File: src/hw/mbus_pkg.sv
`default_nettype none

package mbus_pkg;

	localparam int ADDR_W = 8;
	localparam int DYN_W = 4;
	localparam int DATA_W = 32;
	localparam int ID_W = 20;

	typedef logic [ADDR_W-1:0] addr_t;     // prefix in the upper nibble, fu below
	typedef logic [DYN_W-1:0] dyn_addr_t;
	typedef logic [DATA_W-1:0] data_t;
	typedef logic [ID_W-1:0] static_id_t;  // fixed layer identity
	typedef logic [5:0] bit_pos_t;         // bit index counted after the start bit

	// frame address fields
	localparam dyn_addr_t BCAST_PREFIX = 4'hf;
	localparam logic [3:0] ENUM_FU = 4'h0;

	// enumeration commands in data[31:28]
	localparam logic [3:0] CMD_ASSIGN = 4'h2;
	localparam logic [3:0] CMD_INVALIDATE = 4'h3;

	// 8 address bits, then 32 data bits, then the more-bit at index 40
	localparam bit_pos_t ADDR_BITS = 6'd8;
	localparam bit_pos_t MORE_POS = 6'd40;

	typedef enum logic [3:0] {
		node_idle,
		node_rx_addr,
		node_rx_data,
		node_rx_more,
		node_tx_start,
		node_tx_addr,
		node_tx_data,
		node_tx_more,
		node_tx_wait_return,
		node_tx_report
	} node_state_e;

	typedef enum logic {
		wire_forward,
		wire_node_drive
	} wire_state_e;

endpackage

`default_nettype wire

File: src/hw/mbus_addr_if.sv
`default_nettype none

interface mbus_addr_if
	import mbus_pkg::*;
();

	dyn_addr_t dyn_addr;
	logic addr_valid;
	logic prefix_match;     // combinational, valid and equal
	dyn_addr_t frame_prefix;
	logic wr_en;            // one-cycle strobe
	dyn_addr_t wr_addr;
	logic clr;              // one-cycle strobe, beats wr_en

	modport node (
		input  prefix_match,
		output frame_prefix, wr_en, wr_addr, clr
	);

	modport rf (
		output dyn_addr, addr_valid, prefix_match,
		input  frame_prefix, wr_en, wr_addr, clr
	);

endinterface

`default_nettype wire

File: src/hw/mbus_addr_rf.sv
`default_nettype none

module mbus_addr_rf
	import mbus_pkg::*;
(
	input wire clkin,
	input wire arst_n,
	input wire iso_release,
	mbus_addr_if.rf addr_bus
);

	// the node may be power gated, so updates are only taken once it is released
	always_ff @(posedge clkin or negedge arst_n) begin
		if (!arst_n) begin
			addr_bus.dyn_addr <= '0;
			addr_bus.addr_valid <= 1'b0;
		end else if (iso_release) begin
			if (addr_bus.clr) begin
				addr_bus.addr_valid <= 1'b0;
			end else if (addr_bus.wr_en) begin
				addr_bus.dyn_addr <= addr_bus.wr_addr;
				addr_bus.addr_valid <= 1'b1;
			end
		end
	end

	assign addr_bus.prefix_match = addr_bus.addr_valid &&
		(addr_bus.frame_prefix == addr_bus.dyn_addr);

	// strobes from the node must not meet an unknown register
	a_strobe_known: assert property (
		@(posedge clkin) disable iff (!arst_n)
		(addr_bus.wr_en || addr_bus.clr) |-> !$isunknown(addr_bus.addr_valid)
	);

	// enumeration traffic while isolated leaves the address alone
	a_iso_hold: assert property (
		@(posedge clkin) disable iff (!arst_n)
		!iso_release |=> $stable(addr_bus.dyn_addr) && $stable(addr_bus.addr_valid)
	);

endmodule

`default_nettype wire

File: src/hw/mbus_layer_wrapper.sv
`default_nettype none

module mbus_layer_wrapper
	import mbus_pkg::*;
#(
	parameter int IDLE_GAP = 3,
	parameter int RETURN_TIMEOUT = 64
) (
	input wire clkin,
	input wire arst_n,
	input wire iso_release,
	input wire static_id_t address,

	input wire din,
	output logic dout,
	output logic clkout,

	input wire addr_t tx_addr,
	input wire data_t tx_data,
	input wire tx_req,
	input wire tx_pend,
	output logic tx_ack,
	output logic tx_succ,
	output logic tx_fail,
	input wire tx_resp_ack,

	output addr_t rx_addr,
	output data_t rx_data,
	output logic rx_req,
	input wire rx_ack,
	output logic rx_pend,
	output logic rx_fail,
	output logic rx_broadcast
);

	logic node_dout;
	logic node_drive;

	mbus_addr_if addr_bus ();

	assign clkout = clkin;  // bus clock passes straight on

	// power gated protocol node
	mbus_node #(
		.IDLE_GAP       (IDLE_GAP),
		.RETURN_TIMEOUT (RETURN_TIMEOUT)
	) n0 (
		.clkin        (clkin),
		.arst_n       (arst_n),
		.din          (din),
		.address      (address),
		.node_dout    (node_dout),
		.node_drive   (node_drive),
		.tx_addr      (tx_addr),
		.tx_data      (tx_data),
		.tx_req       (tx_req),
		.tx_pend      (tx_pend),
		.tx_ack       (tx_ack),
		.tx_succ      (tx_succ),
		.tx_fail      (tx_fail),
		.tx_resp_ack  (tx_resp_ack),
		.rx_addr      (rx_addr),
		.rx_data      (rx_data),
		.rx_req       (rx_req),
		.rx_ack       (rx_ack),
		.rx_pend      (rx_pend),
		.rx_fail      (rx_fail),
		.rx_broadcast (rx_broadcast),
		.addr_bus     (addr_bus)
	);

	// always on
	mbus_wire_ctrl #(
		.IDLE_GAP (IDLE_GAP)
	) lc0 (
		.clkin       (clkin),
		.arst_n      (arst_n),
		.din         (din),
		.node_dout   (node_dout),
		.node_drive  (node_drive),
		.iso_release (iso_release),
		.dout        (dout)
	);

	// always on, keeps the enumerated address
	mbus_addr_rf rf0 (
		.clkin       (clkin),
		.arst_n      (arst_n),
		.iso_release (iso_release),
		.addr_bus    (addr_bus)
	);

endmodule

`default_nettype wire

File: src/hw/mbus_node.sv
`default_nettype none

module mbus_node
	import mbus_pkg::*;
#(
	parameter int IDLE_GAP = 3,
	parameter int RETURN_TIMEOUT = 64
) (
	input wire clkin,
	input wire arst_n,
	input wire din,
	input wire static_id_t address,
	output logic node_dout,
	output logic node_drive,

	input wire addr_t tx_addr,
	input wire data_t tx_data,
	input wire tx_req,
	input wire tx_pend,
	output logic tx_ack,
	output logic tx_succ,
	output logic tx_fail,
	input wire tx_resp_ack,

	output addr_t rx_addr,
	output data_t rx_data,
	output logic rx_req,
	input wire rx_ack,
	output logic rx_pend,
	output logic rx_fail,
	output logic rx_broadcast,

	mbus_addr_if.node addr_bus
);

	localparam int IDLE_W = $clog2(IDLE_GAP + 1);
	localparam int TMO_W = $clog2(RETURN_TIMEOUT + 1);

	node_state_e state;
	bit_pos_t bit_cnt;
	data_t shift_q;
	addr_t addr_q;              // address of the incoming frame
	addr_t tx_addr_q;
	logic tx_pend_q;
	logic tx_miss;              // pending word was not there in time
	logic rx_drop;              // overrun, rest of the frame is skipped
	logic [IDLE_W-1:0] idle_cnt;

	// copy of our own frame coming back around the ring
	logic ret_busy;
	logic ret_seen;
	logic ret_lost;
	bit_pos_t ret_pos;
	addr_t ret_addr;
	logic [TMO_W-1:0] tmo_cnt;

	logic is_bcast;
	logic is_enum;
	logic deliver;
	logic idle_ok;
	logic tx_ok;

	assign is_bcast = addr_q[7:4] == BCAST_PREFIX;
	assign is_enum = is_bcast && (addr_q[3:0] == ENUM_FU);
	assign deliver = (addr_bus.prefix_match || is_bcast) && !is_enum && !rx_drop;
	assign idle_ok = din && (idle_cnt == IDLE_W'(IDLE_GAP));
	assign tx_ok = ret_seen && !ret_lost && !tx_miss && (ret_addr == tx_addr_q);

	assign addr_bus.frame_prefix = addr_q[7:4];
	assign addr_bus.wr_addr = shift_q[3:0];
	// strobes last exactly the one cycle spent in rx_more
	assign addr_bus.wr_en = (state == node_rx_more) && is_enum &&
		(shift_q[31:28] == CMD_ASSIGN) && (shift_q[27:8] == address);
	assign addr_bus.clr = (state == node_rx_more) && is_enum &&
		(shift_q[31:28] == CMD_INVALIDATE);

	always_ff @(posedge clkin or negedge arst_n) begin
		if (!arst_n) begin
			state <= node_idle;
			bit_cnt <= '0;
			shift_q <= '0;
			addr_q <= '0;
			tx_addr_q <= '0;
			tx_pend_q <= 1'b0;
			tx_miss <= 1'b0;
			rx_drop <= 1'b0;
			idle_cnt <= '0;
			ret_busy <= 1'b0;
			ret_seen <= 1'b0;
			ret_lost <= 1'b0;
			ret_pos <= '0;
			ret_addr <= '0;
			tmo_cnt <= '0;
			node_dout <= 1'b1;  // idle line
			node_drive <= 1'b0;
			tx_ack <= 1'b0;
			tx_succ <= 1'b0;
			tx_fail <= 1'b0;
			rx_addr <= '0;
			rx_data <= '0;
			rx_req <= 1'b0;
			rx_pend <= 1'b0;
			rx_fail <= 1'b0;
			rx_broadcast <= 1'b0;
		end else begin
			tx_ack <= 1'b0;
			node_dout <= din;   // forward unless a tx state overrides

			if (tx_resp_ack) begin
				tx_succ <= 1'b0;
				tx_fail <= 1'b0;
			end
			if (rx_ack) begin
				rx_req <= 1'b0;
				rx_fail <= 1'b0;
			end

			if (!din)
				idle_cnt <= '0;
			else if (idle_cnt != IDLE_W'(IDLE_GAP))
				idle_cnt <= idle_cnt + 1'b1;

			// the return starts while we are still sending
			if (node_drive) begin
				if (ret_busy) begin
					ret_pos <= ret_pos + 1'b1;
					if (ret_pos < ADDR_BITS)
						ret_addr <= {ret_addr[ADDR_W-2:0], din};
					if (ret_pos == MORE_POS) begin
						if (din) begin
							ret_pos <= ADDR_BITS;
						end else begin
							ret_busy <= 1'b0;
							ret_seen <= 1'b1;
						end
					end
				end else if (!ret_seen && !ret_lost) begin
					if (!din) begin
						ret_busy <= 1'b1;
						ret_pos <= '0;
					end else if (tmo_cnt == TMO_W'(RETURN_TIMEOUT)) begin
						ret_lost <= 1'b1;   // ring open
					end else begin
						tmo_cnt <= tmo_cnt + 1'b1;
					end
				end
			end

			case (state)
				node_idle: begin
					rx_drop <= 1'b0;
					if (!din) begin
						state <= node_rx_addr;  // start bit
						bit_cnt <= '0;
					end else if (tx_req && idle_ok && !tx_succ && !tx_fail) begin
						state <= node_tx_start;
						node_drive <= 1'b1;
						tx_ack <= 1'b1;
						tx_addr_q <= tx_addr;
						shift_q <= tx_data;
						tx_pend_q <= tx_pend;
						tmo_cnt <= '0;
					end
				end
				node_rx_addr: begin
					addr_q <= {addr_q[ADDR_W-2:0], din};
					bit_cnt <= bit_cnt + 1'b1;
					if (bit_cnt == ADDR_BITS - 1'b1)
						state <= node_rx_data;
				end
				node_rx_data: begin
					shift_q <= {shift_q[DATA_W-2:0], din};
					bit_cnt <= bit_cnt + 1'b1;
					if (bit_cnt == MORE_POS - 1'b1)
						state <= node_rx_more;
				end
				node_rx_more: begin
					if (deliver) begin
						if (rx_req && !rx_ack) begin
							rx_fail <= 1'b1;    // previous word still held
							rx_drop <= 1'b1;
						end else begin
							rx_req <= 1'b1;
							rx_addr <= addr_q;
							rx_data <= shift_q;
							rx_pend <= din;
							rx_broadcast <= is_bcast;
						end
					end
					if (din) begin
						state <= node_rx_data;
						bit_cnt <= ADDR_BITS;
					end else begin
						state <= node_idle;
					end
				end
				node_tx_start: begin
					node_dout <= 1'b0;
					bit_cnt <= '0;
					state <= node_tx_addr;
				end
				node_tx_addr: begin
					node_dout <= tx_addr_q[~bit_cnt[2:0]]; // msb first
					bit_cnt <= bit_cnt + 1'b1;
					if (bit_cnt == ADDR_BITS - 1'b1)
						state <= node_tx_data;
				end
				node_tx_data: begin
					node_dout <= shift_q[DATA_W-1];
					shift_q <= {shift_q[DATA_W-2:0], 1'b0};
					bit_cnt <= bit_cnt + 1'b1;
					if (bit_cnt == MORE_POS - 1'b1)
						state <= node_tx_more;
				end
				node_tx_more: begin
					if (tx_pend_q && tx_req) begin
						node_dout <= 1'b1;
						tx_ack <= 1'b1;
						shift_q <= tx_data;
						tx_pend_q <= tx_pend;
						bit_cnt <= ADDR_BITS;
						state <= node_tx_data;
					end else begin
						node_dout <= 1'b0;
						tx_miss <= tx_pend_q;
						state <= node_tx_wait_return;
					end
				end
				node_tx_wait_return: begin
					node_dout <= 1'b1;  // absorb the returning copy
					if (ret_seen || ret_lost)
						state <= node_tx_report;
				end
				node_tx_report: begin
					node_dout <= 1'b1;
					node_drive <= 1'b0;
					tx_succ <= tx_ok;
					tx_fail <= !tx_ok;
					tx_miss <= 1'b0;
					ret_busy <= 1'b0;
					ret_seen <= 1'b0;
					ret_lost <= 1'b0;
					state <= node_idle;
				end
				default: state <= node_idle;
			endcase
		end
	end

	a_tx_result_onehot: assert property (
		@(posedge clkin) disable iff (!arst_n)
		!(tx_succ && tx_fail)
	);

	// a held word waits for the user, whatever the bus does
	a_rx_req_hold: assert property (
		@(posedge clkin) disable iff (!arst_n)
		(rx_req && !rx_ack) |=> rx_req
	);

endmodule

`default_nettype wire

File: src/hw/mbus_wire_ctrl.sv
`default_nettype none

module mbus_wire_ctrl
	import mbus_pkg::*;
#(
	parameter int IDLE_GAP = 3
) (
	input wire clkin,
	input wire arst_n,
	input wire din,
	input wire node_dout,
	input wire node_drive,
	input wire iso_release,
	output logic dout
);

	localparam int IDLE_W = $clog2(IDLE_GAP + 1);

	wire_state_e state;
	wire_state_e want;
	logic fwd_q;
	logic in_frame;         // a frame is passing on din
	bit_pos_t pos;
	logic [IDLE_W-1:0] idle_cnt;
	logic gap_ok;

	assign want = iso_release ? wire_node_drive : wire_forward;
	assign gap_ok = !in_frame && !node_drive && din && (idle_cnt == IDLE_W'(IDLE_GAP));

	always_ff @(posedge clkin or negedge arst_n) begin
		if (!arst_n) begin
			state <= wire_forward;
			fwd_q <= 1'b1;
			in_frame <= 1'b0;
			pos <= '0;
			idle_cnt <= '0;
		end else begin
			fwd_q <= din;

			// data bits may hold long runs of ones, so track frame length
			if (in_frame) begin
				pos <= pos + 1'b1;
				if (pos == MORE_POS) begin
					if (din)
						pos <= ADDR_BITS;
					else
						in_frame <= 1'b0;
				end
			end else if (!din) begin
				in_frame <= 1'b1;
				pos <= '0;
			end

			if (!din || in_frame)
				idle_cnt <= '0;
			else if (idle_cnt != IDLE_W'(IDLE_GAP))
				idle_cnt <= idle_cnt + 1'b1;

			if (gap_ok)
				state <= want;  // iso changes wait for the gap
		end
	end

	assign dout = (state == wire_node_drive) ? node_dout : fwd_q;

	a_no_switch_in_frame: assert property (
		@(posedge clkin) disable iff (!arst_n)
		(in_frame || node_drive) |=> $stable(state)
	);

endmodule

`default_nettype wire

File: config.mk
export PLATFORM = sky130hd
export DESIGN_NAME = mbus_layer_wrapper
export DESIGN_NICKNAME = d
export VERILOG_FILES = /design/src/hw/mbus_pkg.sv /design/src/hw/mbus_addr_if.sv /design/src/hw/mbus_addr_rf.sv /design/src/hw/mbus_layer_wrapper.sv /design/src/hw/mbus_node.sv /design/src/hw/mbus_wire_ctrl.sv
export SDC_FILE = /design/constraint.sdc
export NUM_CORES = 1
export LEC_CHECK = 0
export BUFFER_PORTS_ARGS = -buffer_cell sky130_fd_sc_hd__clkbuf_2
export CAP_MARGIN = 10
export CORE_UTILIZATION = 40
export CTS_CLUSTER_DIAMETER = 100
export CTS_CLUSTER_SIZE = 28
export DETAILED_ROUTE_END_ITERATION = 8
export HOLD_SLACK_MARGIN = 0.02
export SETUP_SLACK_MARGIN = 0.05
export SLEW_MARGIN = 40
export SYNTH_ARGS = -nofsm -noshare
export SYNTH_HDL_FRONTEND = slang
export SYNTH_SLANG_ARGS = --single-unit
File: constraint.sdc
create_clock -name clkin -period 2.2 [get_ports clkin]
set_clock_uncertainty 0.05 [all_clocks]
set_input_delay 0.55 -clock clkin [delete_from_list [all_inputs] [get_ports clkin]]
set_output_delay 0.55 -clock clkin [all_outputs]
set_load 0.02 [all_outputs]
== Word-level counts from Yosys, hierarchy flattened ==
Cells that the tools add are included.
W data, S select, Z words.
Storage, ports and cells
  memories: 0
  latch bits: 0
  memory bits (read-only): 0
  RAM bits: 0
  logic and storage cells: 249
  register bits after elaboration: 152
  bits of input ports: 68
  output and inout port bits: 49
Cells by class
  reductions and logical operators: 71
  $lt $le $gt $ge: 2
  div/mod/pow operators: 0
  bitwise operators: 3
  $mul: 0
  multiplexer cells: 91
  eq/ne operators: 43
  add/subtract/negate cells: 6
  shift operators: 0
Operators with widths (count)
  $pmux W32 S4: 1
  $mux W32: 3
  $mux W6: 10
  $mux W7: 8
  $mux W1: 47
  $pmux W4 S9: 1
  $mux W4: 8
  $pmux W6 S5: 1
  $reduce_bool A2 Y1: 14
  $ne A2 B1 Y1 const B: 12
  $logic_and A1 B1 Y1: 21
  $reduce_and A3 Y1: 7
  $eq A20 B20 Y1: 1
  $add A6 B1 Y6 const B: 3
  $eq A6 B6 Y1 const B: 3
  $eq A4 B2 Y1 const B: 4
  $eq A4 B3 Y1 const B: 4
  $ne A2 B2 Y1 const B: 8
  $reduce_and A4 Y1: 4
  $eq A4 B4 Y1 const B: 3
  $logic_not A1 Y1: 12
  $mux W2: 5
  $pmux W1 S2: 5
  $eq A8 B8 Y1: 1
  other kinds (23): 30

== Longest topological paths before layout ==
  depth in word-level cells: 9
  depth in mapped cells: 7
  gate-level depth less buffers: 7

== Cells and area by module ==
Synthesis repeated with hierarchy kept, for this count alone.
Second synthesis, totals
  cells, all modules: 658
  area total of the unflattened synthesis: 7297.0 um^2
By module, submodules not included
  mbus_node: sequential area each 3404.5 um^2, area an instance 6457.4 um^2, cells each 581, instances 1
  mbus_wire_ctrl: sequential area each 276.5 um^2, area an instance 566.8 um^2, cells each 55, instances 1
  mbus_addr_rf: sequential area each 125.1 um^2, area an instance 265.3 um^2, cells each 21, instances 1
  mbus_layer_wrapper: sequential area each 0.0 um^2, area an instance 7.5 um^2, cells each 1, instances 1

==> impl_metrics.env <==
export IMPL_grt_ovfl_total=0
export IMPL_grt_use_total_pct=19.8
export IMPL_grt_pass1_wl_um=28000
export IMPL_synth_most_common_cell="dfrtp_1"
export IMPL_ys_flop_type="dfrtp_1"
export IMPL_syn_cell_area_mm2=0.00715
export IMPL_grt_antenna_before_repair=0
export IMPL_synth_edff_count=0
export IMPL_slowest_stage="dfrtp_1"
export IMPL_antenna_left=0
export IMPL_leakage_nw=4.41
export IMPL_clk_latency_ns=0.50
export IMPL_dp_hpwl_um=11900
export IMPL_startpoint_type="flop"
export IMPL_synth_xor_area_share_pct=4.90
export IMPL_nets=879
export IMPL_cts_path_max_buffers=2
export IMPL_grt_pass1_vias=5520
export IMPL_drtPass1Iterations=4
export IMPL_synth_cell_types=59
export IMPL_drv_cap=0
export IMPL_clk_pin_slew_ns=0.06
export IMPL_end_kind="flop"
export IMPL_hold_slack_ns=0.314
export IMPL_worstPathArrival_ns=2.44
export IMPL_ioPinCount=117
export IMPL_n_antenna_cell=0
export IMPL_worstMarginPinSlew_ns=0.506
export IMPL_drv_slew=0
export IMPL_hold_viol_final=0
export IMPL_period_needed_ns=2.23
export IMPL_yosysSeqAreaShare_pct=53.2
export IMPL_crit_required_ns=2.41
export IMPL_ys_warnings_count=0
export IMPL_synth_compound_area_share_pct=8.22
export IMPL_relSlewSlack_pct=66.3
export IMPL_clockRootBuffer="clkbuf_16"
export IMPL_synth_area_leader_cell="dfrtp_1"
export IMPL_routedWlPerCell_um=18.3
export IMPL_drt_iter0_markers=332
export IMPL_power_density_mw_per_mm2=1210
export IMPL_fp_dieW_um=136
export IMPL_viasPerCell=5.30
export IMPL_placed_area_mm2=0.00826
export IMPL_final_setup_viol_count=25
export IMPL_peakVddDrop_mv=0.819
export IMPL_pre_cts_ws_ns=-0.164
export IMPL_area_delta_synth_final_pct=32.5
export IMPL_fin_area_mm2=0.00948
export IMPL_synth_top_family_by_area="multiplexers"
export IMPL_fin_util_pct=54.6
export IMPL_synth_top_cell_area_share_pct=52.5
export IMPL_violations="setup timing"
export IMPL_numCtsBuffers=17
export IMPL_synthMuxAreaShare_pct=17.0
export IMPL_outcome="finished, violations left"
export IMPL_die_area_mm2=0.0184
export IMPL_core_mm2=0.0174
export IMPL_hold_path_class="in2reg"
export IMPL_worstPathMaxFanout=5
export IMPL_finalWirelength_um=19000
export IMPL_async_flop_share_pct=100
export IMPL_drc=0
export IMPL_layout_drive_gt1_share_pct=38.1
export IMPL_ys_ff_latch=152
export IMPL_syn_mean_instance_area_um2=11.5
export IMPL_io_buffers=116
export IMPL_path_class="reg2reg"
export IMPL_slowest_delay_ns=0.40
export IMPL_synthTopCellsByArea="dfrtp_1 52%, mux2_2 11%, mux2i_1 4.9%, xor2_1 3.3%, nor2_1 3.3%"
export IMPL_ctsHtreeMaxLevel=4
export IMPL_start_util_pct=41.2
export IMPL_rsz0062_at_grt="yes"
export IMPL_maxClockFrequency_mhz=449
export IMPL_fin_crit_sh_pct=101
export IMPL_p_total_mw=11.5
export IMPL_fp_dieH_um=136
export IMPL_synth_nets=699
export IMPL_num_fill_cells=1486
export IMPL_synth_fa_ha_area_share_pct=1.57
export IMPL_route_vias_total=5504
export IMPL_cts_tree="built"
export IMPL_syn_inst=622
export IMPL_grt_max_degree=65
export IMPL_gp_congestion=0.849
export IMPL_finalWorstSetupSlack_ns=-0.0283
export IMPL_ys_top_cells_by_count="150 x dfrtp_1, 73 x mux2_2, 62 x nor2_1, 46 x a21oi_1, 35 x mux2i_1"
export IMPL_crit_chain="nor4bb_2 -> buf_4 -> nand4b_1 -> o21ai_2 -> nor3b_4 -> buf_6 -> clkbuf_16 -> mux2_4"
export IMPL_synth_simple_gate_area_share_pct=12.9
export IMPL_rows=48
## layout by cell type, fill, tap and decap left out, types with 4 or more instances in the layout
master	instances
buf_4	48
nor3_1	8
ha_1	9
and3_1	5
nor4_2	6
mux2_2	31
xnor2_1	13
xor2_1	27
dfrtp_1	150
buf_12	5
nand3_1	14
nor2_1	62
clkbuf_2	114
nand2b_1	8
o21ai_0	24
nand2_1	28
clkbuf_16	24
mux2_4	42
buf_6	4
mux2i_1	35
or2_2	4
nor2b_1	4
nand4_1	7
or3_1	5
inv_1	13
a21oi_1	46
## power breakdown
group | internal [mW] | switching (mW)
Clock | 1.93 | 1.27
Combinational | 1.85 | 1.81
Sequential | 3.69 | 0.910
## timing repair
action                     in CTS  in global routing
hold buffers                    1                  0
resized for setup               8                 51
hold endpoints to repair       15                  0
setup endpoints to repair      48                 64
pin swaps                       0                  4
cloned                          3                  9
setup buffers                   9                 10
## per-layer routing
metal,vias to the layer above,track usage (%),wire [um]
li1,2587,-,-
met1,2726,25.6,8360
met2,155,31.7,9060
met3,36,4.90,1150
met4,0,8.05,418
met5,-,0,0
## worst max-delay path: cells and delay by family (launching register included)
family,cells,cell delay (ns)
buffers and inverters,3,0.52
muxes,1,0.30
and+or+nand+nor,3,0.65
AOI/OAI and AO/OA,1,0.19
DFF,1,0.40
## cell type report
type / instances / area [um^2] / share of cell area (%)
clock buffer: 32 / 561 / 5.92
timing repair buffer: 173 / 1260 / 13.3
tap: 225 / 282 / 2.97
inverter: 13 / 48.8 / 0.515
multi-input combinational: 433 / 3420 / 36.1
clock inverter: 11 / 97.6 / 1.03
sequential: 152 / 3810 / 40.2
## final timing paths
kind	slack, ns	start	cells past startpoint	end
worst min-delay path	0.31	rx_ack	2	n0.rx_fail
max in group asynchronous	0.75	arst_n	3	n0.ret_addr[2]
min in group asynchronous	0.58	arst_n	2	n0.rx_data[17]
worst max-delay path	-0.03	n0.state[3]	8	n0.rx_addr[2]
worst min register to register	0.42	n0.ret_addr[2]	1	n0.ret_addr[3]
worst max register to register	-0.03	n0.state[3]	8	n0.rx_addr[2]
## cells by family after synthesis
logic type               Yosys count
buffers and inverters             37
XOR/XNOR                          40
multiplexers                     110
AO/OA/AOI/OAI                     99
flip-flops                       152
AND/OR/NAND/NOR                  175
adder cells (fa/ha/maj)            9
## metrics by stage
stage / TNS, ns / std cells
floorplan: 0 / 622
finish: -0.291 / 1039
global route: -5.71 / 1039
detailed placement: -0.719 / 976
CTS: 0 / 1020
global placement: -0.803 / 976
## state kept, by name, indices dropped and copies added, names as in the netlist, 2 cells and up
signal,cells
n0.shift_q,32
n0.rx_data,32
n0.tmo_cnt,7
lc0.pos,6
n0.bit_cnt,6
n0.ret_addr,8
lc0.idle_cnt,2
n0.idle_cnt,2
n0.ret_pos,6
n0.tx_addr_q,8
n0.rx_addr,8
n0.addr_q,8
rf0.addr_bus.dyn_addr,4
n0.state,4
(Power assumes the default switching activity.)
